--- src/hw/wb_pkg.sv ---
package wb_pkg;

	localparam int XLEN = 64;

	typedef logic [XLEN-1:0] xword_t;        // Data or address word.
	typedef logic [31:0]     inst_t;
	typedef logic [4:0]      reg_id_t;
	typedef logic [14:0]     op_class_t;     // One-hot class from decode.
	typedef logic [1:0]      access_size_t;  // log2 of bytes.
	typedef logic [63:0]     retire_count_t;

	// Bit positions inside op_class_t
	localparam int OPC_LUI       = 0;
	localparam int OPC_AUIPC     = 1;
	localparam int OPC_JAL       = 2;
	localparam int OPC_JALR      = 3;
	localparam int OPC_BRANCH    = 4;
	localparam int OPC_LOAD      = 5;
	localparam int OPC_STORE     = 6;
	localparam int OPC_ALU_IMM   = 7;
	localparam int OPC_ALU_REG   = 8;
	localparam int OPC_ALU_IMM_W = 9;
	localparam int OPC_ALU_REG_W = 10;
	localparam int OPC_CSR       = 11;
	localparam int OPC_FENCE     = 12;
	localparam int OPC_SYSTEM    = 13;
	localparam int OPC_MUL       = 14;

	// Branch, store, fence and system leave the register file alone.
	localparam op_class_t GPR_WRITE_MASK =
		op_class_t'((15'd1 << OPC_LUI) | (15'd1 << OPC_AUIPC) |
		(15'd1 << OPC_JAL) | (15'd1 << OPC_JALR) | (15'd1 << OPC_LOAD) |
		(15'd1 << OPC_ALU_IMM) | (15'd1 << OPC_ALU_REG) |
		(15'd1 << OPC_ALU_IMM_W) | (15'd1 << OPC_ALU_REG_W) |
		(15'd1 << OPC_CSR) | (15'd1 << OPC_MUL));

	localparam reg_id_t RA_REG       = 5'd1;  // x1, ra.
	localparam reg_id_t ALT_LINK_REG = 5'd5;  // x5, t0.

	localparam logic [6:0] OPCODE_LOAD  = 7'b0000011;
	localparam logic [6:0] OPCODE_STORE = 7'b0100011;
	localparam logic [6:0] OPCODE_JAL   = 7'b1101111;
	localparam logic [6:0] OPCODE_JALR  = 7'b1100111;

	typedef logic [1:0] mem_kind_t;
	localparam mem_kind_t MEM_NONE  = 2'd0;
	localparam mem_kind_t MEM_LOAD  = 2'd1;
	localparam mem_kind_t MEM_STORE = 2'd2;

	typedef logic [1:0] flow_kind_t;
	localparam flow_kind_t FLOW_NONE = 2'd0;
	localparam flow_kind_t FLOW_CALL = 2'd1;
	localparam flow_kind_t FLOW_RET  = 2'd2;
	localparam flow_kind_t FLOW_JUMP = 2'd3;

	typedef struct packed {
		xword_t    pc;
		inst_t     inst;
		op_class_t op_class;
		reg_id_t   rd;
		xword_t    wdata;
		xword_t    raddr;  // Load address used by the memory stage.
		xword_t    waddr;  // Store address used by the memory stage.
	} wb_in_t;

	typedef struct packed {
		mem_kind_t    kind;
		access_size_t size;
		logic         is_signed;
		xword_t       addr;
	} mem_info_t;

	typedef struct packed {
		flow_kind_t kind;
		xword_t     offset;  // Sign-extended jump immediate.
	} flow_info_t;

	typedef struct packed {
		xword_t        pc;
		inst_t         inst;
		mem_info_t     mem;
		flow_info_t    flow;
		reg_id_t       rd;
		logic          writes_gpr;
		retire_count_t seq;  // Retire count before this one.
	} retire_t;

endpackage
--- src/hw/wb_unit.sv ---
`timescale 1ns/1ps

// Writeback stage of the RV64I pipeline.
module wb_unit (
	input  logic                  clk,
	input  logic                  rst,
	input  logic                  stall,
	input  logic                  in_valid,
	input  wb_pkg::wb_in_t        in_rec,
	output logic                  gpr_we,
	output wb_pkg::reg_id_t       gpr_rd,
	output wb_pkg::xword_t        gpr_wdata,
	output logic                  retire_valid,
	output wb_pkg::retire_t       retire,
	output wb_pkg::retire_count_t retired
);

	logic               held_valid;
	wb_pkg::wb_in_t     held;
	wb_pkg::mem_info_t  mem_info;
	wb_pkg::flow_info_t flow_info;

	wb_pipe_reg wb_pipe_reg_i (
		.clk        (clk),
		.rst        (rst),
		.stall      (stall),
		.in_valid   (in_valid),
		.in_rec     (in_rec),
		.held_valid (held_valid),
		.held       (held)
	);

	// Both classifiers look at the same held record.
	mem_access_classify mem_access_classify_i (
		.held     (held),
		.mem_info (mem_info)
	);

	flow_classify flow_classify_i (
		.held      (held),
		.flow_info (flow_info)
	);

	retire_record retire_record_i (
		.clk          (clk),
		.rst          (rst),
		.stall        (stall),
		.held_valid   (held_valid),
		.held         (held),
		.mem_info     (mem_info),
		.flow_info    (flow_info),
		.gpr_we       (gpr_we),
		.gpr_rd       (gpr_rd),
		.gpr_wdata    (gpr_wdata),
		.retire_valid (retire_valid),
		.retire       (retire),
		.retired      (retired)
	);

endmodule

--- src/hw/retire_record.sv ---
`timescale 1ns/1ps

// Completion logic of the writeback stage. Drives the register file
// write port in the completion cycle and publishes one registered retire
// record per instruction, numbered by the retired counter.
module retire_record (
	input  logic                  clk,
	input  logic                  rst,
	input  logic                  stall,
	input  logic                  held_valid,
	input  wb_pkg::wb_in_t        held,
	input  wb_pkg::mem_info_t     mem_info,
	input  wb_pkg::flow_info_t    flow_info,
	output logic                  gpr_we,
	output wb_pkg::reg_id_t       gpr_rd,
	output wb_pkg::xword_t        gpr_wdata,
	output logic                  retire_valid,
	output wb_pkg::retire_t       retire,
	output wb_pkg::retire_count_t retired
);

	logic complete;
	logic writes_gpr;

	assign complete = held_valid && !stall;  // Leaves the stage now.

	// x0 is hardwired to zero, so it never gets a write.
	assign writes_gpr = (|(held.op_class & wb_pkg::GPR_WRITE_MASK)) &&
		(held.rd != '0);

	assign gpr_we    = complete && writes_gpr;
	assign gpr_rd    = held.rd;
	assign gpr_wdata = held.wdata;

	always_ff @(posedge clk) begin
		if (rst) begin
			retire_valid <= 1'b0;
			retired      <= '0;
		end else begin
			retire_valid <= complete;  // One pulse per instruction.
			if (complete) begin
				retired <= retired + 1'b1;
			end
		end
	end

	// Trace payload.
	always_ff @(posedge clk) begin
		if (complete) begin
			retire.pc         <= held.pc;
			retire.inst       <= held.inst;
			retire.mem        <= mem_info;
			retire.flow       <= flow_info;
			retire.rd         <= held.rd;
			retire.writes_gpr <= writes_gpr;
			retire.seq        <= retired;  // Count before this retire.
		end
	end

	property p_no_x0_write;
		@(posedge clk) disable iff (rst)
		gpr_we |-> (gpr_rd != '0);
	endproperty

	a_no_x0_write: assert property (p_no_x0_write)
		else $error("retire_record: write to x0");

	// A stalled cycle never completes anything, so the cycle after it
	// cannot carry a retire pulse.
	property p_no_retire_after_stall;
		@(posedge clk) disable iff (rst)
		stall |=> !retire_valid;
	endproperty

	a_no_retire_after_stall: assert property (p_no_retire_after_stall)
		else $error("retire_record: retire following a stall cycle");

endmodule

--- src/hw/flow_classify.sv ---
`timescale 1ns/1ps

// Sorts jal and jalr into call, return or plain jump for the function
// trace, following the RISC-V link register hints.
module flow_classify (
	input  wb_pkg::wb_in_t     held,
	output wb_pkg::flow_info_t flow_info
);

	logic [6:0]       opcode;
	wb_pkg::reg_id_t  rd;
	wb_pkg::reg_id_t  rs1;
	logic [20:0]      j_imm;
	logic [11:0]      i_imm;
	wb_pkg::xword_t   j_offset;
	wb_pkg::xword_t   i_offset;
	logic             rd_link;
	logic             rs1_link;

	assign opcode = held.inst[6:0];
	assign rd     = held.inst[11:7];
	assign rs1    = held.inst[19:15];

	// J-type immediate is scattered over the word.
	assign j_imm = {held.inst[31], held.inst[19:12], held.inst[20],
		held.inst[30:21], 1'b0};
	assign i_imm = held.inst[31:20];

	assign j_offset = {{(wb_pkg::XLEN-21){j_imm[20]}}, j_imm};
	assign i_offset = {{(wb_pkg::XLEN-12){i_imm[11]}}, i_imm};

	// ra or t0 act as link registers.
	assign rd_link  = (rd == wb_pkg::RA_REG) || (rd == wb_pkg::ALT_LINK_REG);
	assign rs1_link = (rs1 == wb_pkg::RA_REG) || (rs1 == wb_pkg::ALT_LINK_REG);

	always_comb begin
		flow_info = '0;
		case (opcode)
			wb_pkg::OPCODE_JAL: begin
				flow_info.offset = j_offset;
				if (rd_link) begin
					flow_info.kind = wb_pkg::FLOW_CALL;
				end else begin
					flow_info.kind = wb_pkg::FLOW_JUMP;
				end
			end
			wb_pkg::OPCODE_JALR: begin
				flow_info.offset = i_offset;
				if (rd_link) begin
					flow_info.kind = wb_pkg::FLOW_CALL;  // Link wins over return.
				end else if (rd == '0 && rs1_link && i_imm == '0) begin
					flow_info.kind = wb_pkg::FLOW_RET;   // jr ra.
				end else begin
					flow_info.kind = wb_pkg::FLOW_JUMP;
				end
			end
			default: begin
				flow_info = '0;
			end
		endcase
	end

endmodule

--- src/hw/mem_access_classify.sv ---
`timescale 1ns/1ps

// Decodes the held instruction for the memory trace. Load and store are
// recognised from the opcode and funct3, the address comes from the
// memory stage record.
module mem_access_classify (
	input  wb_pkg::wb_in_t    held,
	output wb_pkg::mem_info_t mem_info
);

	logic [6:0] opcode;
	logic [2:0] funct3;
	logic       is_load;
	logic       is_store;

	assign opcode = held.inst[6:0];
	assign funct3 = held.inst[14:12];

	// lb lh lw ld lbu lhu lwu; funct3 111 is not a load.
	always_comb begin
		is_load = 1'b0;
		if (opcode == wb_pkg::OPCODE_LOAD) begin
			is_load = (funct3 != 3'b111);
		end
	end

	// sb sh sw sd.
	always_comb begin
		is_store = 1'b0;
		if (opcode == wb_pkg::OPCODE_STORE) begin
			is_store = !funct3[2];
		end
	end

	always_comb begin
		mem_info = '0;
		if (is_load) begin
			mem_info.kind = wb_pkg::MEM_LOAD;
			mem_info.addr = held.raddr;
		end else if (is_store) begin
			mem_info.kind = wb_pkg::MEM_STORE;
			mem_info.addr = held.waddr;
		end

		if (is_load || is_store) begin
			mem_info.size      = funct3[1:0];  // Byte to doubleword.
			mem_info.is_signed = ~funct3[2];   // Unsigned loads set bit 2.
		end
	end

	// Code 3 has no meaning for the memory kind.
	a_kind_legal: assert final (mem_info.kind !== 2'd3)
		else $error("mem_access_classify: illegal memory kind");

endmodule

--- src/hw/wb_pipe_reg.sv ---
`timescale 1ns/1ps

// MEM/WB boundary register. The record moves in whenever the downstream
// side is not stalled, otherwise the current contents stay put.
module wb_pipe_reg (
	input  logic           clk,
	input  logic           rst,
	input  logic           stall,
	input  logic           in_valid,
	input  wb_pkg::wb_in_t in_rec,
	output logic           held_valid,
	output wb_pkg::wb_in_t held
);

	logic load_en;

	assign load_en = !stall;  // Stage advances.

	// Valid bit is control state.
	always_ff @(posedge clk) begin
		if (rst) begin
			held_valid <= 1'b0;
		end else if (load_en) begin
			held_valid <= in_valid;
		end
	end

	// Record payload.
	always_ff @(posedge clk) begin
		if (load_en) begin
			held <= in_rec;
		end
	end

	// A held instruction must not change under the writeback stage
	// while the stall lasts, or it would retire with a different record.
	property p_hold_under_stall;
		@(posedge clk) disable iff (rst)
		(stall && held_valid) |=> (held_valid && $stable(held));
	endproperty

	a_hold_under_stall: assert property (p_hold_under_stall)
		else $error("wb_pipe_reg: held record changed during stall");

	// Nothing may be offered while the stage is stalled.
	property p_no_input_in_stall;
		@(posedge clk) disable iff (rst)
		(stall && held_valid) |-> !in_valid;
	endproperty

	a_no_input_in_stall: assert property (p_no_input_in_stall)
		else $error("wb_pipe_reg: input strobe while stalled");

endmodule

--- config.mk ---
export PLATFORM = sky130hd
export DESIGN_NAME = wb_unit
export DESIGN_NICKNAME = d
export VERILOG_FILES = /design/src/hw/wb_pkg.sv /design/src/hw/wb_unit.sv /design/src/hw/retire_record.sv /design/src/hw/flow_classify.sv /design/src/hw/mem_access_classify.sv /design/src/hw/wb_pipe_reg.sv
export SDC_FILE = /design/constraint.sdc
export NUM_CORES = 1
export LEC_CHECK = 0
export BUFFER_PORTS_ARGS = -buffer_cell sky130_fd_sc_hd__clkbuf_2
export CAP_MARGIN = 20
export CORE_AREA = 2 2 295 297
export CTS_BUF_LIST = sky130_fd_sc_hd__clkbuf_16
export CTS_CLUSTER_DIAMETER = 100
export DETAILED_ROUTE_END_ITERATION = 6
export DIE_AREA = 0 0 297 299
export PLACE_DENSITY_LB_ADDON = 0.08
export SLEW_MARGIN = 20
export SYNTH_ARGS = -nofsm -noshare
export SYNTH_HDL_FRONTEND = slang
export SYNTH_SLANG_ARGS = --single-unit
export TNS_END_PERCENT = 10
--- constraint.sdc ---
create_clock -name clk -period 16.9 [get_ports clk]
set_input_delay 3.38 -clock clk [delete_from_list [all_inputs] [get_ports clk]]
set_output_delay 3.38 -clock clk [all_outputs]
set_load 0.02 [all_outputs]
==> results.yml, run 1 <==
routing:
  firstDrtPassIters: 5
  num_vias: 12690
  via_per_inst: 4.092
  wirelength_um: 62380
  wire_per_inst_um: 20.11
  dr.first_iter.drc_count: 583
  ant_nets: 0
  drc: 0
global_route:
  grt_antenna_before_repair: 7
  grt_pass1_vias: 13340
  grt_start_max_net_pins: 123
  grtUsageTotal_pct: 13.76
  grt_pass1_wl_um: 90470
  grt-ovfl-total: 0
clock_network:
  clock_tree.root_cell: "clkbuf_16"
  cts_tree: "yes"
  clock_latency_ns: 0.62
  clock_sinks: 628
  cts_resized: 0
  clockBufferDepth: 3
  clk_pin_slew_worst_paths_ns: 0.06
  htreeDepth: 3
  post-cts-setup-buffers: 0
  cts_buffers: 76
  cts_hold_buf: 0
synthesis:
  seq_area_frac_synth_pct: 82.87
  yosysTopAreaCellShare_pct: 76.85
  synth.area.mux_share_pct: 0.04558
  synth_area_leaders: "edfxtp_1, dfxtp_1, buf_4, a22o_1, a21oi_1"
  synth-main-ff-cell: "edfxtp_1"
  synthXorXnorAreaFrac_pct: 1.396
  synth-seq-cells: 628
  synth_compound_area_share_pct: 4.393
  yosys_warnings: 0
  synthAdderAreaFrac_pct: 0.05698
  yosys.cell_types.count: 42
  synthSimpleGateAreaFrac_pct: 6.564
  syn_nets: 1508
  synth_top_area_cell: "edfxtp_1"
  synth_top_family_by_area: "simple AND/OR/NAND/NOR gates"
  syn_avg_cell_area_um2: 18.38
  synth_edf_count: 562
  syn_area_um2: 21960
  synthArstFlopShare_pct: 0
  syn_inst: 1195
sta:
  rsz0062_at_grt: "false"
  finalSetupViolCount: 0
  maxSlewHeadroom_pct: 29.92
  fin_worst_skew_ns: 0.02255
  period_minus_slack_ns: 8.041
  fin_crit_sh_pct: 47.58
  hold_viol: 0
  fin_setup_tns_ns: 0
  tightest_slew_ns: 1.051
  fmax_ghz: 0.1244
  maxSlewViolCount: 0
power:
  powerDensity_nw_per_um2: 122.7
  ir_worst_vdd_mv: 0.08361
  p_leak_uw: 0.01083
cells_and_area:
  fin_nets: 2195
  syn2layout_area_growth_pct: 30.64
  layout-drive-gt1-share_pct: 45.47
  fillers: 8538
  final_cell_count_no_fill: 3102
place:
  port_buffers: 743
  gp_congestion: 0.7429
  dpl.hpwl_um: 44410
  dp_cells: 2958
setup_path:
  worstSetupStartpointType: "input port"
  worstPathArrival_ns: 4.66
  cp.required_ns: 13.52
  crit_chain: "clkbuf_2, nand2b_1, inv_8, and2_1, clkbuf_2"
  crit_path_top_delay_cell: "nand2b_1"
  end_kind: "primary output"
  path_max_fanout: 34
  critPathKind: "input port to primary output"
  cp_slowest_stage_delay_ns: 0.37
  crit_top_cell: "clkbuf_2"
floorplan:
  fp-row-count: 108
  die-area_um2: 88800
  chipWidth_um: 297
  die_h_um: 299
  coreArea_um2: 85940
  start_util_pct: 25.55
  pin_count: 748
min_path:
  hold_class: "flop to flop"
run:
  drv_cap: 0
status:
  status: "finished clean"
==> cell families (layout without fill, tap and decap cells) <==
| group | after synthesis | in the layout |
|---|---|---|
| flops | 628 | 628 |
| simple gates | 238 | 238 |
| buf+inv | 156 | 905 |
| compound gates | 136 | 136 |
| xor+xnor | 35 | 35 |
| fa+ha+maj | 1 | 1 |
| mux | 1 | 1 |
| other cells | 0 | 3 |
==> report_power, final <==
part	total, µW	internal [µW]	switching, µW
Clock	1550	890	663
Sequential	1810	1780	27.0
Combinational	160	52.0	108
Total	3520	2720	798
==> cells in the mapped netlist, drive strengths merged (11+ instances only) <==
cell type  number
a21oi          39
a22o           64
and2           15
buf           124
clkbuf         23
dfxtp          66
edfxtp        562
nand2          36
nand3          22
nand4          30
nor2           48
nor3           11
nor4           19
o21ai          19
or3            19
or4            11
xnor2          17
xor2           18
==> cell usage in the layout, fill, tap and decap left out, types with 14 or more instances in the layout <==
master,netlist,routed
nand4_1,26,26
clkbuf_2,0,742
nor2_1,48,48
and2_1,15,14
or3_1,19,19
o21ai_0,19,19
xnor2_1,17,17
xor2_1,18,18
clkinv_1,1,22
nand3_1,22,22
clkbuf_16,0,76
inv_1,8,21
a21oi_1,39,39
dfxtp_1,66,66
a22o_1,64,64
nand2_1,35,35
edfxtp_1,562,562
==> worst max-delay path: cells and delay by family <==
family                 cells  cell delay, ns
buffers and inverters      3            0.68
AND/OR/NAND/NOR            2            0.59
==> sequential cells by signal, indices dropped and copies added, names as in the netlist <==
name and cells:
wb_pipe_reg_i.held 304, retire_record_i.retire 258, retire_record_i.retired 64, retire_record_i.retire_valid 1, wb_pipe_reg_i.held_valid 1
==> layer usage <==
layer	share of wire [%]	vias to the layer above	GRT usage, %
met2	52	503	24.43
met3	9.5	104	5.998
li1	-	5899	-
met5	0.090	-	0
met1	36	6179	14.70
met4	2.7	8	4.233
==> through the flow <==
| step | setup slack [ns] | area [µm²] | total power, µW | hold slack [ns] | utilization [%] |
|---|---|---|---|---|---|
| after floorplan | 3.352 | 21960 | 1938 | 0.4003 | - |
| after global placement | 8.814 | 26250 | 2002 | 0.4002 | 30.54 |
| after detailed placement | 8.791 | 26250 | 2005 | 0.4045 | 30.54 |
| after CTS | 8.784 | 28670 | 3589 | 0.4125 | 33.35 |
| after global routing | 8.743 | 28690 | 3663 | 0.4224 | 33.38 |
| final | 8.859 | 28690 | 3519 | 0.4147 | 33.38 |
==> worst paths after layout <==
kind                                           from                                    end  slack (ns)  cells after the start
setup / recovery                              stall                                 gpr_we        8.86                      5
hold / removal    wb_pipe_reg_i.held[298]$_DFFE_PN_  retire_record_i.retire[291]$_DFFE_PP_        0.41                      0
hold reg to reg   wb_pipe_reg_i.held[298]$_DFFE_PN_  retire_record_i.retire[291]$_DFFE_PP_        0.41                      0
setup reg to reg  wb_pipe_reg_i.held[215]$_DFFE_PN_  retire_record_i.retire[184]$_DFFE_PP_       13.83                      4
==> final cells by class <==
cell class | count | area [µm²] | share of cell area (%)
diodes | 3 | 7.507 | 0.02617
well taps | 1155 | 1445 | 5.038
inverters | 9 | 48.80 | 0.1701
clock buffers | 76 | 1902 | 6.629
flip-flops and latches | 628 | 18200 | 63.43
repair buffers | 756 | 3824 | 13.33
multi-input cells | 411 | 2749 | 9.582
clock inverters | 64 | 514.2 | 1.793
Note: power is estimated with default switching activity, not from simulation.
==> run 2, diff against run 1 <==
==> constraint.sdc (replaced) <==
create_clock -name clk -period 6.85 [get_ports clk]
set_input_delay 1.37 -clock clk [delete_from_list [all_inputs] [get_ports clk]]
set_output_delay 1.37 -clock clk [all_outputs]
set_load 0.02 [all_outputs]
==> results.yml, run 2 (same netlist as run 1, synthesis figures left out) <==
sta:
  hold_slack_ns: 0.3995
  hold_viol: 0
  maxSlewHeadroom_pct: 25.84
  finalSetupViolCount: 0
  fin_crit_sh_pct: 59.46
  rsz0062_at_grt: "false"
  period_minus_slack_ns: 4.073
  fmax_ghz: 0.2455
  tightest_slew_ns: 1.112
  fin_worst_skew_ns: 0.02446
  fin_setup_tns_ns: 0
  maxSlewViolCount: 0
setup_path:
  crit_chain: "clkbuf_2, nand2b_1, clkinv_8, and2_1, clkbuf_2"
  reg2reg_depth: 4
  regToRegSetupSlack_ns: 3.72
  crit_path_top_delay_cell: "nand2b_1"
  crit_buf_inv: 3
  cp_slowest_stage_delay_ns: 0.43
  path_depth: 5
  worstReg2RegStart: "wb_pipe_reg_i.held[215]$_DFFE_PN_"
  end_kind: "primary output"
  path_delay_family: "simple AND/OR/NAND/NOR gates"
  cp-endpoint: "gpr_we"
  crit_top_cell: "clkbuf_2"
  critPathKind: "input port to primary output"
  path_max_fanout: 29
  reg2reg_to: "retire_record_i.retire[178]$_DFFE_PP_"
  cp.required_ns: 5.48
  worstSetupStartpointType: "input port"
  worstPathArrival_ns: 2.70
  cp-startpoint: "stall"
cells_and_area:
  fin_nets: 2191
  layout-drive-gt1-share_pct: 44.96
  largest_reg_flops: 304
  final_util_pct: 33.22
  syn2layout_area_growth_pct: 30.00
  largest-register: "wb_pipe_reg_i.held"
  biggestRegsByFlops: "wb_pipe_reg_i.held: 304 flops, retire_record_i.retire: 258 flops, retire_record_i.retired: 64 flops"
  final_cell_mix: "clkbuf_2, edfxtp_1, clkbuf_16"
  layout_commonest_cell: "clkbuf_2"
place:
  gp_congestion: 0.7367
  dpl.hpwl_um: 44680
  port_buffers: 743
routing:
  num_vias: 12730
  firstDrtPassIters: 4
  wire_per_inst_um: 20.60
  wirelength_um: 63750
  ant_nets: 0
  drc: 0
  via_per_inst: 4.115
  dr.first_iter.drc_count: 728
floorplan:
  fp-row-count: 108
  die-area_um2: 88800
  die_h_um: 299
  coreArea_um2: 85940
  start_util_pct: 25.55
  pin_count: 748
  chipWidth_um: 297
clock_network:
  clk_pin_slew_worst_paths_ns: 0.06
  cts_buffers: 76
  htreeDepth: 3
  cts_hold_buf: 0
  clockBufferDepth: 3
  clock_tree.root_cell: "clkbuf_16"
  cts_tree: "yes"
  clock_sinks: 628
  post-cts-setup-buffers: 0
  cts_resized: 0
  clock_latency_ns: 0.61
power:
  ir_worst_vdd_mv: 0.2152
  p_leak_uw: 0.01079
  combinationalPowerShare_pct: 4.7
  clkPwrFrac_pct: 42.8
  p_sw_share_pct: 22.82
  p_switching_uw: 1937
  internal-power_uw: 6551
  seqPwrFrac_pct: 52.5
  powerDensity_nw_per_um2: 297.3
global_route:
  grtUsageTotal_pct: 13.98
  grt_pass1_wl_um: 91380
  grt_start_max_net_pins: 157
  grt-ovfl-total: 0
  grt_pass1_vias: 13280
  grt_antenna_before_repair: 18
min_path:
  hold_class: "flop to flop"
status:
  status: "finished clean"
run:
  drv_cap: 0
## run 2: cell types whose count changed in the layout (fill, tap and decap cells not counted), sizes merged, moves of 3 or more
cell / before / now
clkinv: 41 / 32
clkinvlp: 3 / 0
inv: 25 / 34
diode: 3 / 6
bufinv: 4 / 0
buf: 14 / 9
## run 2: per-stage QoR
stage	std cells	setup WS, ns	instance area, µm²	total power [µW]
4_1_cts	3087	2.758	28520	8660
3_5_place_dp	2954	2.645	26250	4948
5_1_grt	3092	2.715	28540	8848
3_3_place_gp	2954	2.651	26250	4940
2_1_floorplan	1195	-1.025	21960	4775
6_report	3094	2.777	28550	8489
## run 2: worst min path at each step
| stage | from | to | cells after the start |
|---|---|---|---|
| floorplan | wb_pipe_reg_i.held[244]$_DFFE_PN_ | retire_record_i.retire[237]$_DFFE_PP_ | 0 |
| global placement | wb_pipe_reg_i.held[250]$_DFFE_PN_ | retire_record_i.retire[243]$_DFFE_PP_ | 0 |
| detailed placement | wb_pipe_reg_i.held[265]$_DFFE_PN_ | retire_record_i.retire[258]$_DFFE_PP_ | 0 |
| CTS | wb_pipe_reg_i.held[283]$_DFFE_PN_ | retire_record_i.retire[276]$_DFFE_PP_ | 0 |
| global route | wb_pipe_reg_i.held[306]$_DFFE_PN_ | retire_record_i.retire[299]$_DFFE_PP_ | 0 |
| finish | wb_pipe_reg_i.held[283]$_DFFE_PN_ | retire_record_i.retire[276]$_DFFE_PP_ | 0 |
## run 2: cell type report
cell class	instances	area (µm²)
Multi-Input combinational cell	411	2749
Clock inverter	57	366.6
Antenna cell	6	15.01
Sequential cell	628	18200
Inverter	9	53.80
Fill cell	8586	57400
Clock buffer	76	1902
Timing Repair Buffer	752	3819
Tap cell	1155	1445
## run 2: power groups by stage
| stage | combinational, µW | clock [µW] | sequential [µW] |
|---|---|---|---|
| 3_5_place_dp | 408 | 0 | 4540 |
| 4_1_cts | 409 | 3790 | 4460 |
| 3_3_place_gp | 408 | 0 | 4530 |
| 2_1_floorplan | 171 | 0 | 4600 |
| 6_report | 397 | 3630 | 4460 |
| 5_1_grt | 429 | 3940 | 4480 |
## run 2: routing by layer
layer / wire (µm) / GRT usage [%]
met1: 22620 / 14.43
met2: 32800 / 24.81
met3: 6676 / 7.037
met4: 1517 / 4.076
met5: 140 / 0
==> run 3, diff against run 2 <==
--- a/config.mk
+++ b/config.mk
@@ -5,13 +5,14 @@
 export SDC_FILE = /design/constraint.sdc
 export NUM_CORES = 1
 export LEC_CHECK = 0
+export ABC_AREA = 1
 export BUFFER_PORTS_ARGS = -buffer_cell sky130_fd_sc_hd__clkbuf_2
 export CAP_MARGIN = 20
-export CORE_AREA = 2 2 295 297
+export CORE_AREA = 2 2 292 294
 export CTS_BUF_LIST = sky130_fd_sc_hd__clkbuf_16
 export CTS_CLUSTER_DIAMETER = 100
 export DETAILED_ROUTE_END_ITERATION = 6
-export DIE_AREA = 0 0 297 299
+export DIE_AREA = 0 0 294 296
 export PLACE_DENSITY_LB_ADDON = 0.08
 export SLEW_MARGIN = 20
 export SYNTH_ARGS = -nofsm -noshare
==> constraint.sdc (replaced) <==
create_clock -name clk -period 3.4 [get_ports clk]
set_input_delay 0.68 -clock clk [delete_from_list [all_inputs] [get_ports clk]]
set_output_delay 0.68 -clock clk [all_outputs]
set_load 0.02 [all_outputs]
==> results.yml, run 3 <==
status:
  status: "finished clean"
setup_path:
  crit_top_cell: "nand2_1"
  crit_chain: "nor4_1, nand2_1, nand2_1, nor2_1, clkbuf_2"
  cp.required_ns: 2.72
  cp-startpoint: "wb_pipe_reg_i.held[193]$_DFFE_PN_"
  reg2reg_to: "retire_record_i.retire[142]$_DFFE_PP_"
  worstReg2RegStart: "wb_pipe_reg_i.held[215]$_DFFE_PN_"
  cp_slowest_stage_delay_ns: 0.41
  worstSetupStartpointType: "flop"
  end_kind: "primary output"
  cp-endpoint: "gpr_we"
  path_max_fanout: 3
  worstPathArrival_ns: 2.08
  regToRegSetupSlack_ns: 1.16
  reg2reg_depth: 6
  crit_path_top_delay_cell: "edfxtp_1"
  critPathKind: "flop to primary output"
synthesis:
  syn_area_um2: 22790
  synth-seq-cells: 628
  synth_edf_count: 562
  syn_avg_cell_area_um2: 14.23
  syn_inst: 1602
  syn_nets: 1915
  seq_area_frac_synth_pct: 79.85
  synth_area_leaders: "edfxtp_1, nand2_1, dfxtp_1, buf_4, nor2_1"
  yosysTopAreaCellShare_pct: 74.05
  yosys_warnings: 0
  synth_top_area_cell: "edfxtp_1"
  synth-main-ff-cell: "edfxtp_1"
  synthTopCellsByCount: "edfxtp_1, nand2_1, nor2_1, buf_4, inv_1"
  synthArstFlopShare_pct: 0
  yosysMostFrequentCell: "edfxtp_1"
  yosys.cell_types.count: 36
sta:
  fin_crit_sh_pct: 81.25
  tightest_slew_ns: 1.003
  hold_viol: 0
  finalSetupViolCount: 0
  fin_worst_skew_ns: 0.02228
  rsz0062_at_grt: "false"
  maxSlewViolCount: 0
  maxSlewHeadroom_pct: 33.17
  period_minus_slack_ns: 2.762
  fmax_ghz: 0.3620
  fin_setup_tns_ns: 0
  setup_slack_ns: 0.6376
power:
  p_leak_uw: 0.01222
  powerDensity_nw_per_um2: 579.8
  p_switching_uw: 3722
  combinationalPowerShare_pct: 4.1
  seqPwrFrac_pct: 52.2
  clkPwrFrac_pct: 43.7
  ir_worst_vdd_mv: 0.3580
  internal-power_uw: 13380
  p_sw_share_pct: 21.77
floorplan:
  fp-row-count: 107
  die_h_um: 296
  pin_count: 748
  die-area_um2: 87020
  coreArea_um2: 84210
  start_util_pct: 27.06
  chipWidth_um: 294
global_route:
  grt_pass1_vias: 14430
  grtUsageTotal_pct: 14.82
  grt_pass1_wl_um: 94680
  grt-ovfl-total: 0
  grt_start_max_net_pins: 142
  grt_antenna_before_repair: 20
clock_network:
  cts_tree: "yes"
  post-cts-setup-buffers: 0
  cts_hold_buf: 0
  clock_latency_ns: 0.60
  htreeDepth: 3
  clockBufferDepth: 3
  clk_pin_slew_worst_paths_ns: 0.06
  clock_sinks: 628
  cts_resized: 0
  cts_buffers: 76
  clock_tree.root_cell: "clkbuf_16"
cells_and_area:
  layout-drive-gt1-share_pct: 38.11
  largest_reg_flops: 304
  layout_commonest_cell: "clkbuf_2"
  largest-register: "wb_pipe_reg_i.held"
  final_cell_mix: "clkbuf_2, edfxtp_1, nand2_1"
  final_util_pct: 35.02
  fin_nets: 2621
  fillers: 8349
  syn2layout_area_growth_pct: 29.40
  biggestRegsByFlops: "wb_pipe_reg_i.held: 304 flops, retire_record_i.retire: 258 flops, retire_record_i.retired: 64 flops"
place:
  gp_congestion: 0.8152
  port_buffers: 743
  place_ws_ns: 0.6764
  dpl.hpwl_um: 48950
routing:
  drc: 0
  ant_nets: 0
  firstDrtPassIters: 4
  via_per_inst: 4.146
  dr.first_iter.drc_count: 725
  wire_per_inst_um: 19.24
  num_vias: 14340
  wirelength_um: 66540
min_path:
  hold_class: "input port to flop"
run:
  drv_cap: 0
run 3: routing by layer:
metal,wire [µm],up-vias,global-route usage (%)
met5,210,-,0
met4,1633,32,4.555
met3,6562,124,6.385
li1,-,6880,-
met2,33250,553,25.60
met1,24880,6751,16.47
run 3: how the worst min path moves through the flow:
stage | from | end | slack (ns) | cells after the start
3_5_place_dp | wb_pipe_reg_i.held[252]$_DFFE_PN_ | retire_record_i.retire[245]$_DFFE_PP_ | 0.40 | 0
2_1_floorplan | wb_pipe_reg_i.held[244]$_DFFE_PN_ | retire_record_i.retire[237]$_DFFE_PP_ | 0.40 | 0
4_1_cts | in_rec[245] | wb_pipe_reg_i.held[245]$_DFFE_PN_ | 0.20 | 1
5_1_grt | in_rec[252] | wb_pipe_reg_i.held[252]$_DFFE_PN_ | 0.20 | 1
6_report | in_rec[245] | wb_pipe_reg_i.held[245]$_DFFE_PN_ | 0.25 | 1
3_3_place_gp | wb_pipe_reg_i.held[290]$_DFFE_PN_ | retire_record_i.retire[283]$_DFFE_PP_ | 0.40 | 0
run 3: worst max-delay path, delay by kind of cell (launching register included):
family,cells,cell delay [ns]
AND/OR/NAND/NOR,4,0.88
flip-flops,1,0.41
buffers and inverters,1,0.19
run 3: final cells by class:
cell class | instances | area (µm²) | share of cell area [%]
flip-flops and latches | 628 | 18200 | 61.71
repair buffers | 763 | 3956 | 13.42
multi-input cells | 743 | 3286 | 11.14
clock buffers | 77 | 1927 | 6.534
well taps | 1090 | 1364 | 4.625
inverters | 96 | 385.4 | 1.307
clock inverters | 57 | 361.6 | 1.226
diodes | 5 | 12.51 | 0.04243
run 3: cell families after synthesis:
family	Yosys count	share of synthesized area, %
compound gates	63	1.455
fa+ha+maj	1	0.05489
simple gates	670	12.56
xor+xnor	9	0.3459
buf+inv	231	5.732
flops	628	79.85
run 3: power by group through the flow:
stage | Combinational (µW) | Sequential [µW] | Clock, µW
after floorplan | 326 | 9130 | 0
after global placement | 720 | 9080 | 0
after detailed placement | 725 | 9090 | 0
after CTS | 726 | 8930 | 7740
after global routing | 769 | 8960 | 8050
final | 702 | 8930 | 7470
run 3: stage by stage:
stage	area [µm²]	total power (µW)	cells	hold slack [ns]
after global routing	29480	17780	3456	0.2032
after global placement	27190	9800	3320	0.4004
after floorplan	22810	9455	1602	0.4003
after CTS	29480	17400	3454	0.1974
final	29490	17100	3459	0.2456
after detailed placement	27190	9817	3320	0.4045
